## config.mk

```make
export PLATFORM = sky130hd
export DESIGN_NAME = dpmSlice
export DESIGN_NICKNAME = d
export VERILOG_FILES = /design/src/source/cromPkg.sv /design/src/source/dataPkg.sv /design/src/source/dbmMux.sv /design/src/source/dpmSlice.sv /design/src/source/intervalTimer.sv /design/src/source/scadUnit.sv /design/src/source/statusRegs.sv
export VERILOG_INCLUDE_DIRS = /design/src /design/src/source
export SDC_FILE = /design/constraint.sdc
export NUM_CORES = 1
export LEC_CHECK = 0
export BUFFER_PORTS_ARGS = -buffer_cell sky130_fd_sc_hd__buf_2
export CORE_MARGIN = 4
export CORE_UTILIZATION = 40
export CTS_CLUSTER_DIAMETER = 100
export DETAILED_ROUTE_END_ITERATION = 6
export MAX_ROUTING_LAYER = met4
export PLACE_DENSITY_LB_ADDON = 0.3
export SYNTH_ARGS = -nofsm -noshare
export SYNTH_HDL_FRONTEND = slang
export SYNTH_SLANG_ARGS = --single-unit
export TNS_END_PERCENT = 20
```

## constraint.sdc

```tcl
create_clock -name clk -period 4.29 [get_ports clk]
set_input_delay 0 -clock clk [delete_from_list [all_inputs] [get_ports clk]]
set_output_delay 0 -clock clk [all_outputs]
set_load 0.01 [all_outputs]
```

## src/source/dpm_params.svh

```systemverilog
`ifndef DPM_PARAMS_SVH
`define DPM_PARAMS_SVH

// Architectural widths of the 36-bit data path
// Bit 0 is the most significant bit everywhere

// Full data path word
`define WORD_WIDTH  36

// Shift count adder and the FE register
`define SCAD_WIDTH  10

// Microword number field
`define NUM_WIDTH   18

// Interval timer, right half of a word
`define TIMER_WIDTH 18

// APR flag field, word bits 22 to 35
`define APR_WIDTH   14

// Page fail dispatch code
`define PF_WIDTH    4

`endif

```

## src/source/cromPkg.sv

```systemverilog
`include "dpm_params.svh"

package cromPkg;

   ////////////////////
   // Microword field encodings
   ////////////////////

   // DBM source select
   typedef enum logic [2:0]
   {
      SCADPFAPR = 3'd0,
      BYTES     = 3'd1,
      EXPTIME   = 3'd2,
      DP        = 3'd3,
      DPSWAP    = 3'd4,
      VMA       = 3'd5,
      MEM       = 3'd6,
      NUM       = 3'd7
   } dbmSelE;

   // Byte insert position for the DP select
   // Codes 6 and 7 act as NONE
   typedef enum logic [2:0]
   {
      NONE  = 3'd0,
      BYTE1 = 3'd1,
      BYTE2 = 3'd2,
      BYTE3 = 3'd3,
      BYTE4 = 3'd4,
      BYTE5 = 3'd5
   } selByteE;

   // SCAD function, A side is FE and B side is the scadB field
   typedef enum logic [2:0]
   {
      PASS_A = 3'd0,
      PASS_B = 3'd1,
      ADD    = 3'd2,
      SUB    = 3'd3,
      OR     = 3'd4,
      AND    = 3'd5
   } scadOpE;

   ////////////////////
   // Microword as seen by this slice
   ////////////////////

   typedef struct packed
   {
      dbmSelE                 dbmSel;
      selByteE                selByte;
      logic [0:`NUM_WIDTH-1]  num;
      scadOpE                 scadOp;
      logic [0:`SCAD_WIDTH-1] scadB;
      // Register load strobes, qualified by step
      logic                   loadFe;
      logic                   loadVma;
      logic                   loadApr;
      logic                   loadTimer;
   } cromWordT;

endpackage

```

## src/source/dataPkg.sv

```systemverilog
`include "dpm_params.svh"

package dataPkg;

   ////////////////////
   // Data path types
   ////////////////////

   // Full word, bit 0 is the MSB
   typedef logic [0:`WORD_WIDTH-1] wordT;

   // APR flags as they sit in word bits 22 to 35
   typedef logic [0:`APR_WIDTH-1] aprFlagsT;

   // Page fail dispatch code
   typedef logic [0:`PF_WIDTH-1] pfCodeT;

   ////////////////////
   // Page fail input
   ////////////////////

   // Code is only meaningful while valid is high
   typedef struct packed
   {
      pfCodeT code;
      logic   valid;
   } pageFailT;

endpackage

```

## src/source/dbmMux.sv

```systemverilog
`include "dpm_params.svh"

module dbmMux
(
   input  cromPkg::cromWordT        crom,
   input  dataPkg::wordT            dp,
   input  logic [0:`SCAD_WIDTH-1]   scad,
   input  dataPkg::pfCodeT          pfCode,
   input  dataPkg::aprFlagsT        aprFlags,
   input  logic [0:`TIMER_WIDTH-1]  timerCount,
   input  dataPkg::wordT            vma,
   input  dataPkg::wordT            memData,
   output dataPkg::wordT            dbm
);
   import cromPkg::*;

   // Seven bit byte taken from the SCAD
   logic [0:6] scadByte;

   assign scadByte = scad[1:7];

   ////////////////////
   // DBM bus select
   ////////////////////

   always_comb
   begin
      case (crom.dbmSel)
         // SCAD, ones fill, page fail code and APR flags
         SCADPFAPR:
         begin
            dbm = {scad[1:9], 8'hff, scad[0], pfCode, aprFlags};
         end
         // Byte replicated across the word
         BYTES:
         begin
            dbm = {scadByte, scadByte, scadByte, scadByte, scadByte, dp[35]};
         end
         // Exponent with timer in right half
         EXPTIME:
         begin
            dbm = {1'b0, scad[2:9], dp[9:17], timerCount};
         end
         DP:
         begin
            // Byte insert into the data path
            case (crom.selByte)
               BYTE1:
               begin
                  dbm = {scadByte, dp[7:35]};
               end
               BYTE2:
               begin
                  dbm = {dp[0:6], scadByte, dp[14:35]};
               end
               BYTE3:
               begin
                  dbm = {dp[0:13], scadByte, dp[21:35]};
               end
               BYTE4:
               begin
                  dbm = {dp[0:20], scadByte, dp[28:35]};
               end
               // Fifth byte comes out alone, rest zero
               BYTE5:
               begin
                  dbm = {28'b0, scadByte, 1'b0};
               end
               default:
               begin
                  dbm = dp;
               end
            endcase
         end
         // Swap left and right halves
         DPSWAP:
         begin
            dbm = {dp[18:35], dp[0:17]};
         end
         VMA:
         begin
            dbm = vma;
         end
         MEM:
         begin
            dbm = memData;
         end
         // number field in both halves
         default:
         begin
            dbm = {crom.num, crom.num};
         end
      endcase
   end

endmodule

```

## src/source/dpmSlice.sv

```systemverilog
`include "dpm_params.svh"

module dpmSlice
(
   input  logic                  clk,
   input  logic                  rstN,
   input  logic                  step,
   input  cromPkg::cromWordT     crom,
   input  dataPkg::wordT         dp,
   input  dataPkg::wordT         memData,
   input  dataPkg::pageFailT     pageFail,
   output dataPkg::wordT         dbm,
   output logic                  dbmValid
);
   import dataPkg::*;

   // Sources into the bus mux
   logic [0:`SCAD_WIDTH-1]  scad;
   logic [0:`TIMER_WIDTH-1] timerCount;
   wordT                    vma;
   aprFlagsT                aprFlags;
   pfCodeT                  pfCode;

   // Combinational DBM before the output register
   wordT                    dbmBus;

   ////////////////////
   // Source blocks
   ////////////////////

   // Each block decodes its own load strobe
   scadUnit i_scadUnit
   (
      .clk        (clk),
      .rstN       (rstN),
      .step       (step),
      .crom       (crom),
      .scad       (scad)
   );

   intervalTimer i_intervalTimer
   (
      .clk        (clk),
      .rstN       (rstN),
      .step       (step),
      .crom       (crom),
      .dp         (dp),
      .timerCount (timerCount)
   );

   statusRegs i_statusRegs
   (
      .clk        (clk),
      .rstN       (rstN),
      .step       (step),
      .crom       (crom),
      .dp         (dp),
      .pageFail   (pageFail),
      .vma        (vma),
      .aprFlags   (aprFlags),
      .pfCode     (pfCode)
   );

   // Mux sees register values from before this edge
   dbmMux i_dbmMux
   (
      .crom       (crom),
      .dp         (dp),
      .scad       (scad),
      .pfCode     (pfCode),
      .aprFlags   (aprFlags),
      .timerCount (timerCount),
      .vma        (vma),
      .memData    (memData),
      .dbm        (dbmBus)
   );

   ////////////////////
   // Output register
   ////////////////////

   // Valid tracks step, data holds between steps
   always_ff @(posedge clk or negedge rstN)
   begin
      if (!rstN)
      begin
         dbm      <= '0;
         dbmValid <= 1'b0;
      end
      else
      begin
         dbmValid <= step;
         if (step)
         begin
            dbm <= dbmBus;
         end
      end
   end

endmodule

```

## src/source/intervalTimer.sv

```systemverilog
`include "dpm_params.svh"

module intervalTimer
(
   input  logic                     clk,
   input  logic                     rstN,
   input  logic                     step,
   input  cromPkg::cromWordT        crom,
   input  dataPkg::wordT            dp,
   output logic [0:`TIMER_WIDTH-1]  timerCount
);

   // Right half of the data path
   logic [0:`TIMER_WIDTH-1] dpRight;

   assign dpRight = dp[`WORD_WIDTH-`TIMER_WIDTH:`WORD_WIDTH-1];

   ////////////////////
   // Microcycle counter
   ////////////////////

   // One count per step, wraps past all ones
   // Load takes priority over the count
   always_ff @(posedge clk or negedge rstN)
   begin
      if (!rstN)
      begin
         timerCount <= '0;
      end
      else if (step)
      begin
         if (crom.loadTimer)
         begin
            timerCount <= dpRight;
         end
         else
         begin
            timerCount <= timerCount + 1'b1;
         end
      end
   end

endmodule

```

## src/source/scadUnit.sv

```systemverilog
`include "dpm_params.svh"

module scadUnit
(
   input  logic                     clk,
   input  logic                     rstN,
   input  logic                     step,
   input  cromPkg::cromWordT        crom,
   output logic [0:`SCAD_WIDTH-1]   scad
);
   import cromPkg::*;

   // Floating exponent register, the SCAD A side
   logic [0:`SCAD_WIDTH-1] fe;

   ////////////////////
   // SCAD adder
   ////////////////////

   // Results wrap modulo 1024 by width alone
   always_comb
   begin
      case (crom.scadOp)
         PASS_A:
         begin
            scad = fe;
         end
         PASS_B:
         begin
            scad = crom.scadB;
         end
         ADD:
         begin
            scad = fe + crom.scadB;
         end
         SUB:
         begin
            scad = fe - crom.scadB;
         end
         OR:
         begin
            scad = fe | crom.scadB;
         end
         AND:
         begin
            scad = fe & crom.scadB;
         end
         // Unused codes fall back to FE
         default:
         begin
            scad = fe;
         end
      endcase
   end

   ////////////////////
   // FE register
   ////////////////////

   // Reload from the adder on a step
   always_ff @(posedge clk or negedge rstN)
   begin
      if (!rstN)
      begin
         fe <= '0;
      end
      else if (step && crom.loadFe)
      begin
         fe <= scad;
      end
   end

endmodule

```

## src/source/statusRegs.sv

```systemverilog
`include "dpm_params.svh"

module statusRegs
(
   input  logic                  clk,
   input  logic                  rstN,
   input  logic                  step,
   input  cromPkg::cromWordT     crom,
   input  dataPkg::wordT         dp,
   input  dataPkg::pageFailT     pageFail,
   output dataPkg::wordT         vma,
   output dataPkg::aprFlagsT     aprFlags,
   output dataPkg::pfCodeT       pfCode
);

   // APR flag field of the data path
   logic [0:`APR_WIDTH-1] dpApr;

   assign dpApr = dp[`WORD_WIDTH-`APR_WIDTH:`WORD_WIDTH-1];

   ////////////////////
   // VMA register
   ////////////////////

   // Whole word load from the data path
   always_ff @(posedge clk or negedge rstN)
   begin
      if (!rstN)
      begin
         vma <= '0;
      end
      else if (step && crom.loadVma)
      begin
         vma <= dp;
      end
   end

   ////////////////////
   // APR flags
   ////////////////////

   // Loaded from word bits 22 to 35
   always_ff @(posedge clk or negedge rstN)
   begin
      if (!rstN)
      begin
         aprFlags <= '0;
      end
      else if (step && crom.loadApr)
      begin
         aprFlags <= dpApr;
      end
   end

   ////////////////////
   // Page fail dispatch
   ////////////////////

   // Independent of step, paging reports on any clock
   // Code holds until the next valid report
   always_ff @(posedge clk or negedge rstN)
   begin
      if (!rstN)
      begin
         pfCode <= '0;
      end
      else if (pageFail.valid)
      begin
         pfCode <= pageFail.code;
      end
   end

endmodule

```

# [Yosys cells after proc, flatten, opt, wreduce, memory -nomap -nowiden]
# Index checks and enable logic that the tools add are counted.
[word_totals] ff_bits=119 latch_bits=0 mem_bits_rw=0 mem_bits_ro=0 wordCells=36 mem_count=0
[classes] add_sub_neg=3 multipliers=0 n_div=0 n_lt_le_gt_ge=0 n_eq_ne=16 shift=0 n_mux=4 bitwise=2 n_reduce_logical=4
[ops] operator="case mux 36 bit (7 select lines)" n=1
[ops] operator="case mux 36 bit (5 select lines)" n=1
[ops] operator="case mux 10 bit (5 select lines)" n=1
[ops] operator="equality test 3 bit, second input constant" n=7
[ops] operator="adder 18 x 1 -> 18 bit, second input constant" n=1
[ops] operator="equality test 3 x 2 -> 1 bit, second input constant" n=6
[ops] operator="2-to-1 mux 18 bit" n=1
[ops] operator="adder 10 bit" n=1
[ops] operator="bitwise AND 10 bit" n=1
[ops] operator="bitwise OR 10 bit" n=1
[ops] operator="subtractor 10 bit" n=1
[ops] operator="equality test 3 x 1 -> 1 bit, second input constant" n=3
[ops] operator="logical AND 1 bit" n=3
[ops] operator="logical NOT 3 bit" n=1

# [Depth between registers and ports, before layout]
# Gate-level depths: netlist of the first run.
[depth] ltp_word=4 mapped_depth=14

# [Hierarchy]
# From an unflattened synthesis of the first run, not the netlist that was laid out.
[hier_totals] hier_cells=914 hier_area_um2=8953.6
[by_module_without_submodules] mod="dbmMux" instances=1 cells_each=389 area_each_um2=2666.3 seq_area_each_um2=0.0
[by_module_without_submodules] mod="statusRegs" instances=1 cells_each=114 area_each_um2=2160.8 seq_area_each_um2=1351.3
[by_module_without_submodules] mod="dpmSlice" instances=1 cells_each=77 area_each_um2=1515.2 seq_area_each_um2=925.9
[by_module_without_submodules] mod="scadUnit" instances=1 cells_each=199 area_each_um2=1475.2 seq_area_each_um2=250.2
[by_module_without_submodules] mod="intervalTimer" instances=1 cells_each=135 area_each_um2=1136.1 seq_area_each_um2=450.4

# [Least setup slack after synthesis of the first run]
# No wires, ideal clock.
[synth_timing] path_type="input to register" startpoint="input port crom[14] (netlist bit)" endpoint="register dbm[13]" setup_ns=0.094 arrival_ns=2.335 t_required_ns=4.196 setup_slack_ns=1.861 cell_stages=13 cell_sequence="buf_6 buf_2 and3_1 a21oi_1 xnor2_1 ha_1 buf_6 a21o_1 a221oi_1 nor3_1 a221oi_4 nand3_1 a221oi_2"
[synth_between] elab_chain_len=4 elab_cells_between_ends=8
[synth_lines] element="start, declared" line_no="dpmSlice.sv:8" source="input cromPkg::cromWordT crom,"
[synth_lines] element="equality test 3 bit (tied with other cells)" line_no="scadUnit.sv:23" source="case (crom.scadOp)"
[synth_lines] element="case mux 10 bit (5 select lines) (*)" line_no="scadUnit.sv:23"
[synth_lines] element="case mux 36 bit (5 select lines)" line_no="dbmMux.sv:47" source="case (crom.selByte)"
[synth_lines] element="case mux 36 bit (7 select lines) (*)" line_no="dbmMux.sv:28" source="case (crom.dbmSel)"
[synth_lines] element="end signal, assigned" line_no="dpmSlice.sv:95" source="dbm <= dbmBus;"
[synth_lines] element="end, declared" line_no="dpmSlice.sv:12" source="output dataPkg::wordT dbm,"
# Mark *: on every way between the ends. The rest lies on a longest branch, timed or not.
# A chain may end at the register's enable or synchronous reset.

# [Final worst setup path of the first run]
[layout_timing] startpoint="input port crom[15] (netlist bit)" endpoint="register dbm[26]"
# Same word-level chain as after synthesis.

==> flow_summary.json, run 1 <==
{
  "drtIter0Drc": 603,
  "ir_drop_mv": 0.348,
  "clkSinkCount": 119,
  "setup_tns_ns": 0,
  "globalRouteTotalUtil_pct": 27.2,
  "cts_made_buffers": 17,
  "crit_family": "simple AND/OR/NAND/NOR gates",
  "ys_warn_count": 0,
  "p_switching_mw": 1.42,
  "grt_pass1_vias": 7799,
  "die_w_um": 151,
  "syn_nets": 1064,
  "rrSetupSlack_ns": 1.53,
  "cp_data_required_time_ns": 4.60,
  "root_buffer": "clkbuf_16",
  "cts.path.max_buffers": 2,
  "hold_class": "input port to flip-flop",
  "cp_num_cells": 13,
  "cellPowerDensity_nw_per_um2": 406,
  "use_met1_pct": 36.5,
  "pin_count": 158,
  "max_freq_mhz": 354,
  "die_h_um": 151,
  "cts_tree": "done",
  "met3_usage_pct": 4.22,
  "antenna_found_initial": 1,
  "met2_usage_pct": 41.1,
  "r2r_cells": 10,
  "coreArea_um2": 20200,
  "drive_gt1_share_pct": 25.4,
  "vias": 8258,
  "crit_type": "input port to flip-flop",
  "die_area_um2": 22900,
  "drc": 0,
  "critPathMaxFanout": 24,
  "via_per_inst": 5.96,
  "fin_ws_ns": 1.46,
  "path_buf_inv": 2,
  "fin_crit_sh_pct": 65.9,
  "tightest_slew_ns": 0.992,
  "pwr-share-comb_pct": 29.6,
  "start_util_pct": 40.7,
  "ys_ff_latch": 119,
  "post-route-min-period_ns": 2.83,
  "multi_input_area_um2": 4820,
  "firstDrtPassIters": 5,
  "synth_cells": 929,
  "htreeDepth": 4,
  "slowest_stage": "or3_1",
  "holdWs_ns": 0.00867,
  "place_hpwl_um": 21900,
  "sw_frac_of_total_pct": 34.3,
  "r2r_start": "i_scadUnit.fe[9]$_DFFE_PN0P_",
  "pwr-share-clk_pct": 35.0,
  "place_congestion": 0.945,
  "post_cts_resized": 0,
  "post_cts.repair.setup_buffers": 0,
  "outcome": "finished clean",
  "syn_area_um2": 8200,
  "busiest_layer": "met2",
  "holdPathStages": 4,
  "p_int_mw": 2.72,
  "arrival_ns": 3.14,
  "crit_path_frequent_cell": "nand2_1",
  "seq_area_um2": 2980,
  "detailedPlace.worstSlack_ns": 1.06,
  "globalRoute.totalOverflow": 0,
  "finalHoldViolations": 0,
  "clk_latency_ns": 0.43,
  "relSlewSlack_pct": 33.9,
  "finClkSkew_ns": 0.00914,
  "start_kind": "input port",
  "synth_edf_count": 0,
  "ys_seq_area_share_pct": 36.3,
  "max_stage_delay_ns": 0.52,
  "hp-start": "crom[18]",
  "area_growth_syn_to_layout_pct": 24.7,
  "avgSynthCellArea_um2": 8.83,
  "portBuffers": 157,
  "finalSetupViolCount": 0,
  "cap_violations": 0,
  "rows": 52,
  "wire_per_inst_um": 21.7,
  "grt_max_degree": 61,
  "fin_nets": 1237,
  "grt_pass1_wl_um": 45900,
  "postCtsHoldBufs": 53,
  "whs_endpoint": "dbm[19]$_DFFE_PN0P_",
  "rsz0062_at_grt": "false",
  "fill_cells": 1961,
  "clk_pin_slew_ns": 0.06,
  "synth.distinct_cells": 79,
  "crit_chain": "buf_2 -> inv_1 -> nor2_2 -> nand2_1 -> nand2_1 -> xor2_1 -> ha_1 -> a21oi_1 -> mux2i_1 -> o41ai_1 -> or3_1 -> a221oi_2 -> nor2_1",
  "leakage_nw": 4.45,
  "async_flop_share_pct": 100,
  "p_seq_share_pct": 35.4,
  "cp-end-kind": "flip-flop",
  "drt.antenna.violating_nets": 0,
  "reg2reg_to": "dbm[26]$_DFFE_PN0P_",
  "synth_ff_type": "dfrtp_1",
  "final_max_slew_viol_count": 0,
  "wl_um": 30100
}
-- routing by layer --
metal | vias up | share of wire [%]
met5 | - | 0
met4 | 0 | 4.4
li1 | 3807 | -
met1 | 3995 | 43
met2 | 371 | 46
met3 | 85 | 7.0
-- cells by family (layout without fill, tap and decap cells) --
family                     count (synthesis)  count (layout)  synth area share (%)
muxes                                    104             104                  14.4
other                                      0               1                     0
buffers and inverters                     90             276                  4.85
xor gates and xnor gates                  12              12                  1.28
and+or+nand+nor                          268             268                  15.4
AOI/OAI and AO/OA                        322             322                  25.5
DFF                                      119             119                  36.3
adders and majority gates                 14              14                  2.23
-- worst register-to-register path, delay by kind of cell, from the launching register on --
| family | cells | cell delay (ns) |
|---|---|---|
| flops | 1 | 0.40 |
| fa+ha+maj | 2 | 0.63 |
| simple gates | 2 | 0.59 |
| compound gates | 4 | 0.87 |
| buf+inv | 2 | 0.17 |
-- flip-flops by register name, summed over array words and instances, names as in the netlist --
name and cells:
i_intervalTimer.timerCount 18, i_statusRegs.pfCode 4, i_statusRegs.vma 36, i_statusRegs.aprFlags 14, dbmValid 1, i_scadUnit.fe 10, dbm 36
-- worst max-delay path by stage --
stage	start	end	slack, ns
global placement	crom[15]	dbm[26]$_DFFE_PN0P_	1.12
CTS	crom[15]	dbm[13]$_DFFE_PN0P_	1.48
global route	crom[15]	dbm[13]$_DFFE_PN0P_	1.14
detailed placement	crom[15]	dbm[13]$_DFFE_PN0P_	1.06
floorplan	crom[14]	dbm[13]$_DFFE_PN0P_	1.86
finish	crom[15]	dbm[26]$_DFFE_PN0P_	1.46
-- Yosys cell counts (4+ instances only) --
cell type / number / area share (%)
a211o_1: 4 / 0.43
a21o_1: 8 / 0.73
a21oi_1: 94 / 5.7
a221o_1: 7 / 0.85
a221oi_1: 26 / 2.8
a22o_1: 4 / 0.43
a22oi_1: 4 / 0.37
a31oi_1: 13 / 0.99
and3_1: 10 / 0.76
buf_1: 4 / 0.18
buf_2: 21 / 1.3
clkbuf_1: 35 / 1.6
dfrtp_1: 119 / 36
ha_1: 13 / 2.0
inv_1: 22 / 1.0
mux2_2: 63 / 8.7
mux2i_1: 36 / 4.4
mux4_2: 5 / 1.4
nand2_1: 88 / 4.0
nand2b_1: 7 / 0.53
nand3_1: 18 / 1.1
nand4_1: 6 / 0.46
nor2_1: 88 / 4.0
nor2b_1: 13 / 0.99
nor3_1: 9 / 0.55
o211ai_1: 11 / 1.0
o21a_1: 6 / 0.55
o21ai_0: 85 / 5.2
o221ai_1: 4 / 0.43
o22ai_1: 9 / 0.69
o2bb2ai_1: 5 / 0.53
o31ai_1: 5 / 0.46
or3_1: 7 / 0.53
xnor2_1: 7 / 0.75
xor2_1: 5 / 0.53
-- power groups by stage --
stage / sequential (mW) / combinational, mW / clock (mW)
floorplan: 1.45 / 0.775 / 0
global placement: 1.48 / 1.16 / 0
detailed placement: 1.48 / 1.17 / 0
CTS: 1.47 / 1.22 / 1.45
global route: 1.49 / 1.34 / 1.50
finish: 1.47 / 1.23 / 1.45
-- final cells by class --
type	instances	share of cell area, %
Clock inverter	11	1.20
Timing Repair Buffer	220	13.7
Multi-Input combinational cell	720	47.2
Inverter	24	0.881
Sequential cell	119	29.1
Antenna cell	1	0.0245
Clock buffer	21	4.60
Tap cell	270	3.31
-- layout by cell type (no fill, tap or decap), drive strengths merged, types with 9 or more instances in the layout --
cell type and instances:
o22ai 9, ha 13, and3 11, nand2 89
inv 24, nand3 18, nor2b 13, nor3 10
a31oi 13, dlygate4sd3 53, mux2 63, o211ai 11
nor2 89, o21ai 86, a21oi 96, mux2i 36
clkbuf 21, buf 167, a221oi 29, dfrtp 119
-- stage by stage --
| step | cells | utilization, % | instance area [um2] | power [mW] |
|---|---|---|---|---|
| final | 1386 | 50.7 | 10200 | 4.14 |
| after global routing | 1386 | 50.7 | 10200 | 4.33 |
| after CTS | 1385 | 50.7 | 10200 | 4.13 |
| after detailed placement | 1300 | 45.1 | 9090 | 2.65 |
| after global placement | 1300 | 45.1 | 9090 | 2.64 |
| after floorplan | 929 | - | 8200 | 2.22 |
No activity file was read; power rests on OpenSTA's default activity.
==> inputs of run 2 (changes only) <==
--- a/config.mk
+++ b/config.mk
@@ -6,6 +6,7 @@
 export SDC_FILE = /design/constraint.sdc
 export NUM_CORES = 1
 export LEC_CHECK = 0
+export ABC_AREA = 1
 export BUFFER_PORTS_ARGS = -buffer_cell sky130_fd_sc_hd__buf_2
 export CORE_MARGIN = 4
 export CORE_UTILIZATION = 40
==> constraint.sdc (replaced) <==
create_clock -name clk -period 2.7 [get_ports clk]
set_input_delay 0 -clock clk [delete_from_list [all_inputs] [get_ports clk]]
set_output_delay 0 -clock clk [all_outputs]
set_load 0.01 [all_outputs]
==> run 2 against run 1 <==
  * Combinational power increased by 56%
  * Cell area increased by 3.2%
  * Wire length increased by 5.5%
  * Total power increased by 56%
  * Via count increased by 8.3%
  * Register-to-register slack got worse by 1.3 ns
  * Largest power group is now the clock network
  * Critical path depth increased by 2
==> flow_summary.json, run 2 <==
{
  "placed_cell_area_um2": 9360,
  "crit_family": "simple AND/OR/NAND/NOR gates",
  "via_per_inst": 5.35,
  "drt.antenna.violating_nets": 0,
  "leakage_nw": 5.37,
  "ys_warn_count": 0,
  "reg_top3": "dbm x36, i_statusRegs.vma x36, i_intervalTimer.timerCount x18",
  "drive_gt1_share_pct": 22.7,
  "clk_pin_slew_ns": 0.05,
  "post-route-min-period_ns": 2.45,
  "critPathMaxFanout": 5,
  "p_int_mw": 4.27,
  "p_seq_share_pct": 34.3,
  "fin_crit_sh_pct": 90.9,
  "synth_commonest_cells": "nand2_1, inv_1, dfrtp_1, o21ai_0, nand3_1",
  "p_switching_mw": 2.19,
  "finalSetupViolCount": 0,
  "tightest_slew_ns": 0.891,
  "slowest_stage": "dfrtp_1",
  "avgSynthCellArea_um2": 6.97,
  "cp-end-kind": "flip-flop",
  "cellPowerDensity_nw_per_um2": 612,
  "root_buffer": "clkbuf_16",
  "grt_pass1_vias": 8637,
  "portBuffers": 157,
  "wl_um": 31800,
  "synth_cells": 1157,
  "place_congestion": 1.01,
  "place_hpwl_um": 24400,
  "layout_commonest_cell": "nand2_1",
  "max_stage_delay_ns": 0.39,
  "outcome": "finished clean",
  "cts_tree": "done",
  "clk_latency_ns": 0.42,
  "start_util_pct": 41.0,
  "rsz0062_at_grt": "false",
  "pwr-share-comb_pct": 29.7,
  "fill_cells": 1965,
  "crit_type": "flip-flop to flip-flop",
  "grt_max_degree": 59,
  "async_flop_share_pct": 100,
  "die_area_um2": 22500,
  "fin_ws_ns": 0.247,
  "cts_made_buffers": 17,
  "finalHoldViolations": 0,
  "ys_seq_area_share_pct": 36.9,
  "firstDrtPassIters": 5,
  "finClkSkew_ns": 0.0105,
  "die_w_um": 150,
  "htreeDepth": 4,
  "cap_violations": 0,
  "path_buf_inv": 4,
  "synth.most_common_cell": "nand2_1",
  "drc": 0,
  "ys_ff_latch": 119,
  "syn_area_um2": 8060,
  "seq_area_um2": 2980,
  "cts.path.max_buffers": 2,
  "grt_pass1_wl_um": 48100,
  "pwr-share-clk_pct": 35.9,
  "clkSinkCount": 119,
  "coreArea_um2": 19700,
  "final_cell_mix": "nand2_1, buf_2, inv_1",
  "synth.distinct_cells": 50,
  "area_growth_syn_to_layout_pct": 30.8,
  "startpoint": "i_scadUnit.fe[9]$_DFFE_PN0P_",
  "sw_frac_of_total_pct": 33.8,
  "die_h_um": 150,
  "drtIter0Drc": 727,
  "arrival_ns": 2.81,
  "relSlewSlack_pct": 40.4,
  "hp-start": "crom[25]",
  "crit_chain": "inv_1 -> ha_1 -> inv_1 -> fa_2 -> nand3_1 -> nand2_2 -> nand2_1 -> nand2_1 -> o211ai_4 -> nand2_1 -> inv_2 -> nor2_1 -> nand3_1 -> o21ai_1 -> inv_1",
  "syn_nets": 1292,
  "cp_data_required_time_ns": 3.06,
  "yosys.area.top_type": "dfrtp_1",
  "multi_input_area_um2": 4290,
  "detailedPlace.worstSlack_ns": -0.0958,
  "max_freq_mhz": 408,
  "final_area_um2": 10500,
  "pin_count": 158,
  "rows": 51,
  "start_kind": "flip-flop",
  "synth_top_area_share_pct": 36.9,
  "fin_nets": 1530,
  "synth_edf_count": 0,
  "wire_per_inst_um": 19.0,
  "antenna_found_initial": 0,
  "r2r_start": "i_scadUnit.fe[9]$_DFFE_PN0P_",
  "globalRoute.totalOverflow": 0,
  "vias": 8945,
  "ir_drop_mv": 0.415,
  "hold_class": "input port to flip-flop",
  "ys_top_cells_by_area": "dfrtp_1, nand2_1, inv_1",
  "num_antenna_cells": 0,
  "final_max_slew_viol_count": 0,
  "globalRouteTotalUtil_pct": 29.2,
  "synth_ff_type": "dfrtp_1"
}
run 2: per-layer routing:
layer  track usage, %  vias to the layer above  wire length (um)
li1                 -                     4303                 -
met1             36.4                     4164             13000
met2             47.0                      403             15200
met3             3.79                       75              2200
met4             13.9                        0              1410
met5                -                        -                 0
run 2: per-stage QoR:
step | hold WS [ns] | utilization (%) | TNS, ns | instances | power (mW)
2_1_floorplan | -0.296 | - | 0 | 1157 | 3.24
3_3_place_gp | 0.0391 | 47.6 | -0.0795 | 1585 | 4.04
3_5_place_dp | 0.0439 | 47.6 | -0.282 | 1585 | 4.06
4_1_cts | 0.000501 | 53.5 | 0 | 1672 | 6.43
5_1_grt | 0.0345 | 53.7 | 0 | 1673 | 6.77
6_report | 0.0128 | 53.7 | 0 | 1673 | 6.46
run 2: layout make-up:
type	count	share of cell area, %
clock buffer	25	4.79
tap	265	3.14
sequential	119	28.2
multi-input combinational	828	40.7
timing repair buffer	259	16.2
clock inverter	7	0.866
inverter	170	6.05
run 2: cell families (layout without fill, tap and decap cells):
group,count (synthesis),in the layout,share of synthesized area [%]
multiplexers,8,8,1.12
XOR/XNOR,18,18,1.96
adder cells (fa/ha/maj),14,14,2.27
buffers and inverters,210,461,10.2
flip-flops,119,119,36.9
AO/OA/AOI/OAI,264,264,19.4
AND/OR/NAND/NOR,524,524,28.1
run 2: timing repair:
action                                 CTS  global route
hold buffers                            55             0
resized for setup                        0             9
endpoints found under the hold margin  106             0
setup endpoints to repair                0            11
buffers inserted                         0             1
run 2: path summary, 6_finish.rpt:
| check | end | slack (ns) | depth (start not counted) |
|---|---|---|---|
| min in group asynchronous | dbm[0]$_DFFE_PN0P_ | 0.13 | 2 |
| worst min-delay path | dbm[26]$_DFFE_PN0P_ | 0.01 | 5 |
| worst max register to register | dbm[10]$_DFFE_PN0P_ | 0.25 | 15 |
| max in group asynchronous | i_scadUnit.fe[0]$_DFFE_PN0P_ | 1.70 | 3 |
| worst max-delay path | dbm[10]$_DFFE_PN0P_ | 0.25 | 15 |
| worst min register to register | dbm[2]$_DFFE_PN0P_ | 0.47 | 1 |
run 2: power by group through the flow:
stage | Sequential, mW | Clock [mW] | Combinational, mW
after CTS | 2.21 | 2.33 | 1.89
final | 2.22 | 2.32 | 1.92
after detailed placement | 2.24 | 0 | 1.82
after global routing | 2.25 | 2.40 | 2.12
after floorplan | 2.24 | 0 | 0.999
after global placement | 2.24 | 0 | 1.80
run 2: worst register-to-register path, cell delays in order, from the launching register on:
cell      delay, ns
dfrtp_1        0.39
inv_1          0.08
ha_1           0.13
inv_1          0.08
fa_2           0.38
nand3_1        0.11
nand2_2        0.11
nand2_1        0.08
nand2_1        0.08
o211ai_4       0.29
nand2_1        0.17
inv_2          0.13
nor2_1         0.06
nand3_1        0.15
o21ai_1        0.09
inv_1          0.08
==> inputs of run 3 (changes only) <==
--- a/config.mk
+++ b/config.mk
@@ -6,7 +6,7 @@
 export SDC_FILE = /design/constraint.sdc
 export NUM_CORES = 1
 export LEC_CHECK = 0
-export ABC_AREA = 1
+export ABC_AREA = 0
 export BUFFER_PORTS_ARGS = -buffer_cell sky130_fd_sc_hd__buf_2
 export CORE_MARGIN = 4
 export CORE_UTILIZATION = 40
==> run 3 against run 2 <==
  * Fmax shrank 5.6%
  * Sequential power grew 5%
  * Clock power is essentially flat
  * Core utilization shrank 1.4 points
  * Cell area shrank 0.12%
  * Worst setup slack lost 0.15 ns
  * Global-route usage shrank 1.4 points
  * Total power grew 4.5%
  * Clock skew is essentially flat
  * Non-clock buffer count shrank 2
  * Count of clock-buffer cells in the layout shrank 1
  * Via count shrank 5.5%
==> flow_summary.json, run 3 (same netlist as run 1, synthesis figures left out) <==
{
  "grt_pass1_wl_um": 47100,
  "clk_latency_ns": 0.43,
  "via_per_inst": 5.95,
  "grt_pass1_vias": 8134,
  "start_util_pct": 40.7,
  "relSlewSlack_pct": 33.9,
  "cts_tree": "done",
  "grt_max_degree": 50,
  "crit_type": "flip-flop to flip-flop",
  "area_growth_syn_to_layout_pct": 28.5,
  "crit_path_frequent_cell": "inv_1",
  "fill_cells": 1920,
  "fin_ws_ns": 0.101,
  "final_max_slew_viol_count": 0,
  "clk_pin_slew_ns": 0.06,
  "ir_drop_mv": 0.466,
  "post-route-min-period_ns": 2.60,
  "total_power_mw": 6.75,
  "antenna_found_initial": 0,
  "firstDrtPassIters": 5,
  "clkSinkCount": 119,
  "r2r_cells": 10,
  "finalSetupViolCount": 0,
  "reg2reg_to": "dbm[24]$_DFFE_PN0P_",
  "rows": 52,
  "fin_crit_sh_pct": 96.2,
  "max_stage_delay_ns": 0.42,
  "slowest_stage": "fa_1",
  "whs_endpoint": "dbm[22]$_DFFE_PN0P_",
  "globalRoute.totalOverflow": 0,
  "leakage_nw": 4.64,
  "portBuffers": 157,
  "drive_gt1_share_pct": 27.5,
  "seq_area_um2": 2980,
  "hold_class": "input port to flip-flop",
  "die_w_um": 151,
  "multi_input_area_um2": 4840,
  "htreeDepth": 4,
  "place_congestion": 0.940,
  "final_cell_mix": "buf_2, dfrtp_1, a21oi_1",
  "arrival_ns": 2.91,
  "fin_nets": 1274,
  "finClkSkew_ns": 0.0104,
  "holdPathStages": 4,
  "detailedPlace.worstSlack_ns": -0.0277,
  "drc": 0,
  "pin_count": 158,
  "place_hpwl_um": 22600,
  "cellPowerDensity_nw_per_um2": 641,
  "finalHoldViolations": 0,
  "num_antenna_cells": 0,
  "crit_chain": "inv_1 -> ha_1 -> inv_1 -> fa_1 -> a21o_1 -> a21oi_4 -> xnor2_1 -> a21oi_2 -> o221ai_1 -> a311o_1",
  "rrSetupSlack_ns": 0.10,
  "die_h_um": 151,
  "path_buf_inv": 2,
  "rsz0062_at_grt": "true",
  "reg_top3": "dbm x36, i_statusRegs.vma x36, i_intervalTimer.timerCount x18",
  "max_freq_mhz": 385,
  "wire_per_inst_um": 21.6,
  "layout_commonest_cell": "buf_2",
  "critPathMaxFanout": 4,
  "globalRouteTotalUtil_pct": 27.8,
  "root_buffer": "clkbuf_16",
  "vias": 8457,
  "die_area_um2": 22900,
  "cp_data_required_time_ns": 3.01,
  "cap_violations": 0,
  "drt.antenna.violating_nets": 0,
  "cts.path.max_buffers": 2,
  "drtIter0Drc": 642,
  "wl_um": 30700,
  "crit_family": "compound AO/OA/AOI/OAI gates",
  "cts_made_buffers": 17,
  "hp-start": "crom[21]",
  "r2r_start": "i_scadUnit.fe[9]$_DFFE_PN0P_",
  "coreArea_um2": 20200,
  "tightest_slew_ns": 0.988,
  "outcome": "finished clean",
  "start_kind": "flip-flop",
  "cp-end-kind": "flip-flop"
}
[run 3: what timing repair did]
item                                   4_1_cts  5_1_grt
hold buffers                                55        0
setup endpoints to repair                    0        9
resized for setup                            0        5
endpoints found under the hold margin      132        0
setup buffers                                0        0
[run 3: worst max-delay path by stage]
stage,startpoint,end,slack [ns],depth (start not counted)
after floorplan,crom[14],dbm[13]$_DFFE_PN0P_,0.27,13
after global placement,i_scadUnit.fe[9]$_DFFE_PN0P_,dbm[26]$_DFFE_PN0P_,0.06,10
after detailed placement,crom[4],dbm[27]$_DFFE_PN0P_,-0.03,14
after CTS,i_scadUnit.fe[9]$_DFFE_PN0P_,dbm[24]$_DFFE_PN0P_,0.008,10
after global routing,i_scadUnit.fe[9]$_DFFE_PN0P_,dbm[24]$_DFFE_PN0P_,-0.07,10
final,i_scadUnit.fe[9]$_DFFE_PN0P_,dbm[24]$_DFFE_PN0P_,0.10,10
[run 3: power breakdown]
group	switching (mW)	internal (mW)
clock	0.833	1.50
sequential	0.258	2.07
combinational	1.16	0.924
[run 3: layer usage]
layer | up-vias | track usage, % | share of wire (%)
met1 | 4080 | 36.9 | 42
met3 | 84 | 4.85 | 7.5
met4 | 0 | 11.7 | 4.3
met5 | - | - | 0
li1 | 3876 | - | -
met2 | 417 | 42.2 | 46
[run 3: through the flow]
stage	setup TNS [ns]	hold slack, ns	util, %	instances	instance area, um2
finish	0	0.0265	52.2	1422	10500
global route	-0.106	0.0420	52.2	1422	10500
floorplan	0	-0.296	-	929	8200
global placement	0	0.0948	46.5	1335	9370
CTS	0	0.0102	52.1	1422	10500
detailed placement	-0.0311	0.0933	46.5	1335	9370
[run 3: final cells by class]
| cell class | instances | area share, % |
|---|---|---|
| clock buffers | 24 | 4.48 |
| clock inverters | 8 | 1.15 |
| inverters | 24 | 0.855 |
| multi-input cells | 720 | 46.0 |
| flip-flops and latches | 119 | 28.3 |
| well taps | 270 | 3.21 |
| repair buffers | 257 | 16.1 |
[run 3: worst register-to-register path, cell delays in order (launching register included)]
cell and delay [ns]:
dfrtp_1 0.40, inv_1 0.10, ha_1 0.19, inv_1 0.07, fa_1 0.42, a21o_1 0.23
a21oi_4 0.20, xnor2_1 0.13, a21oi_2 0.25, o221ai_1 0.14, a311o_1 0.36
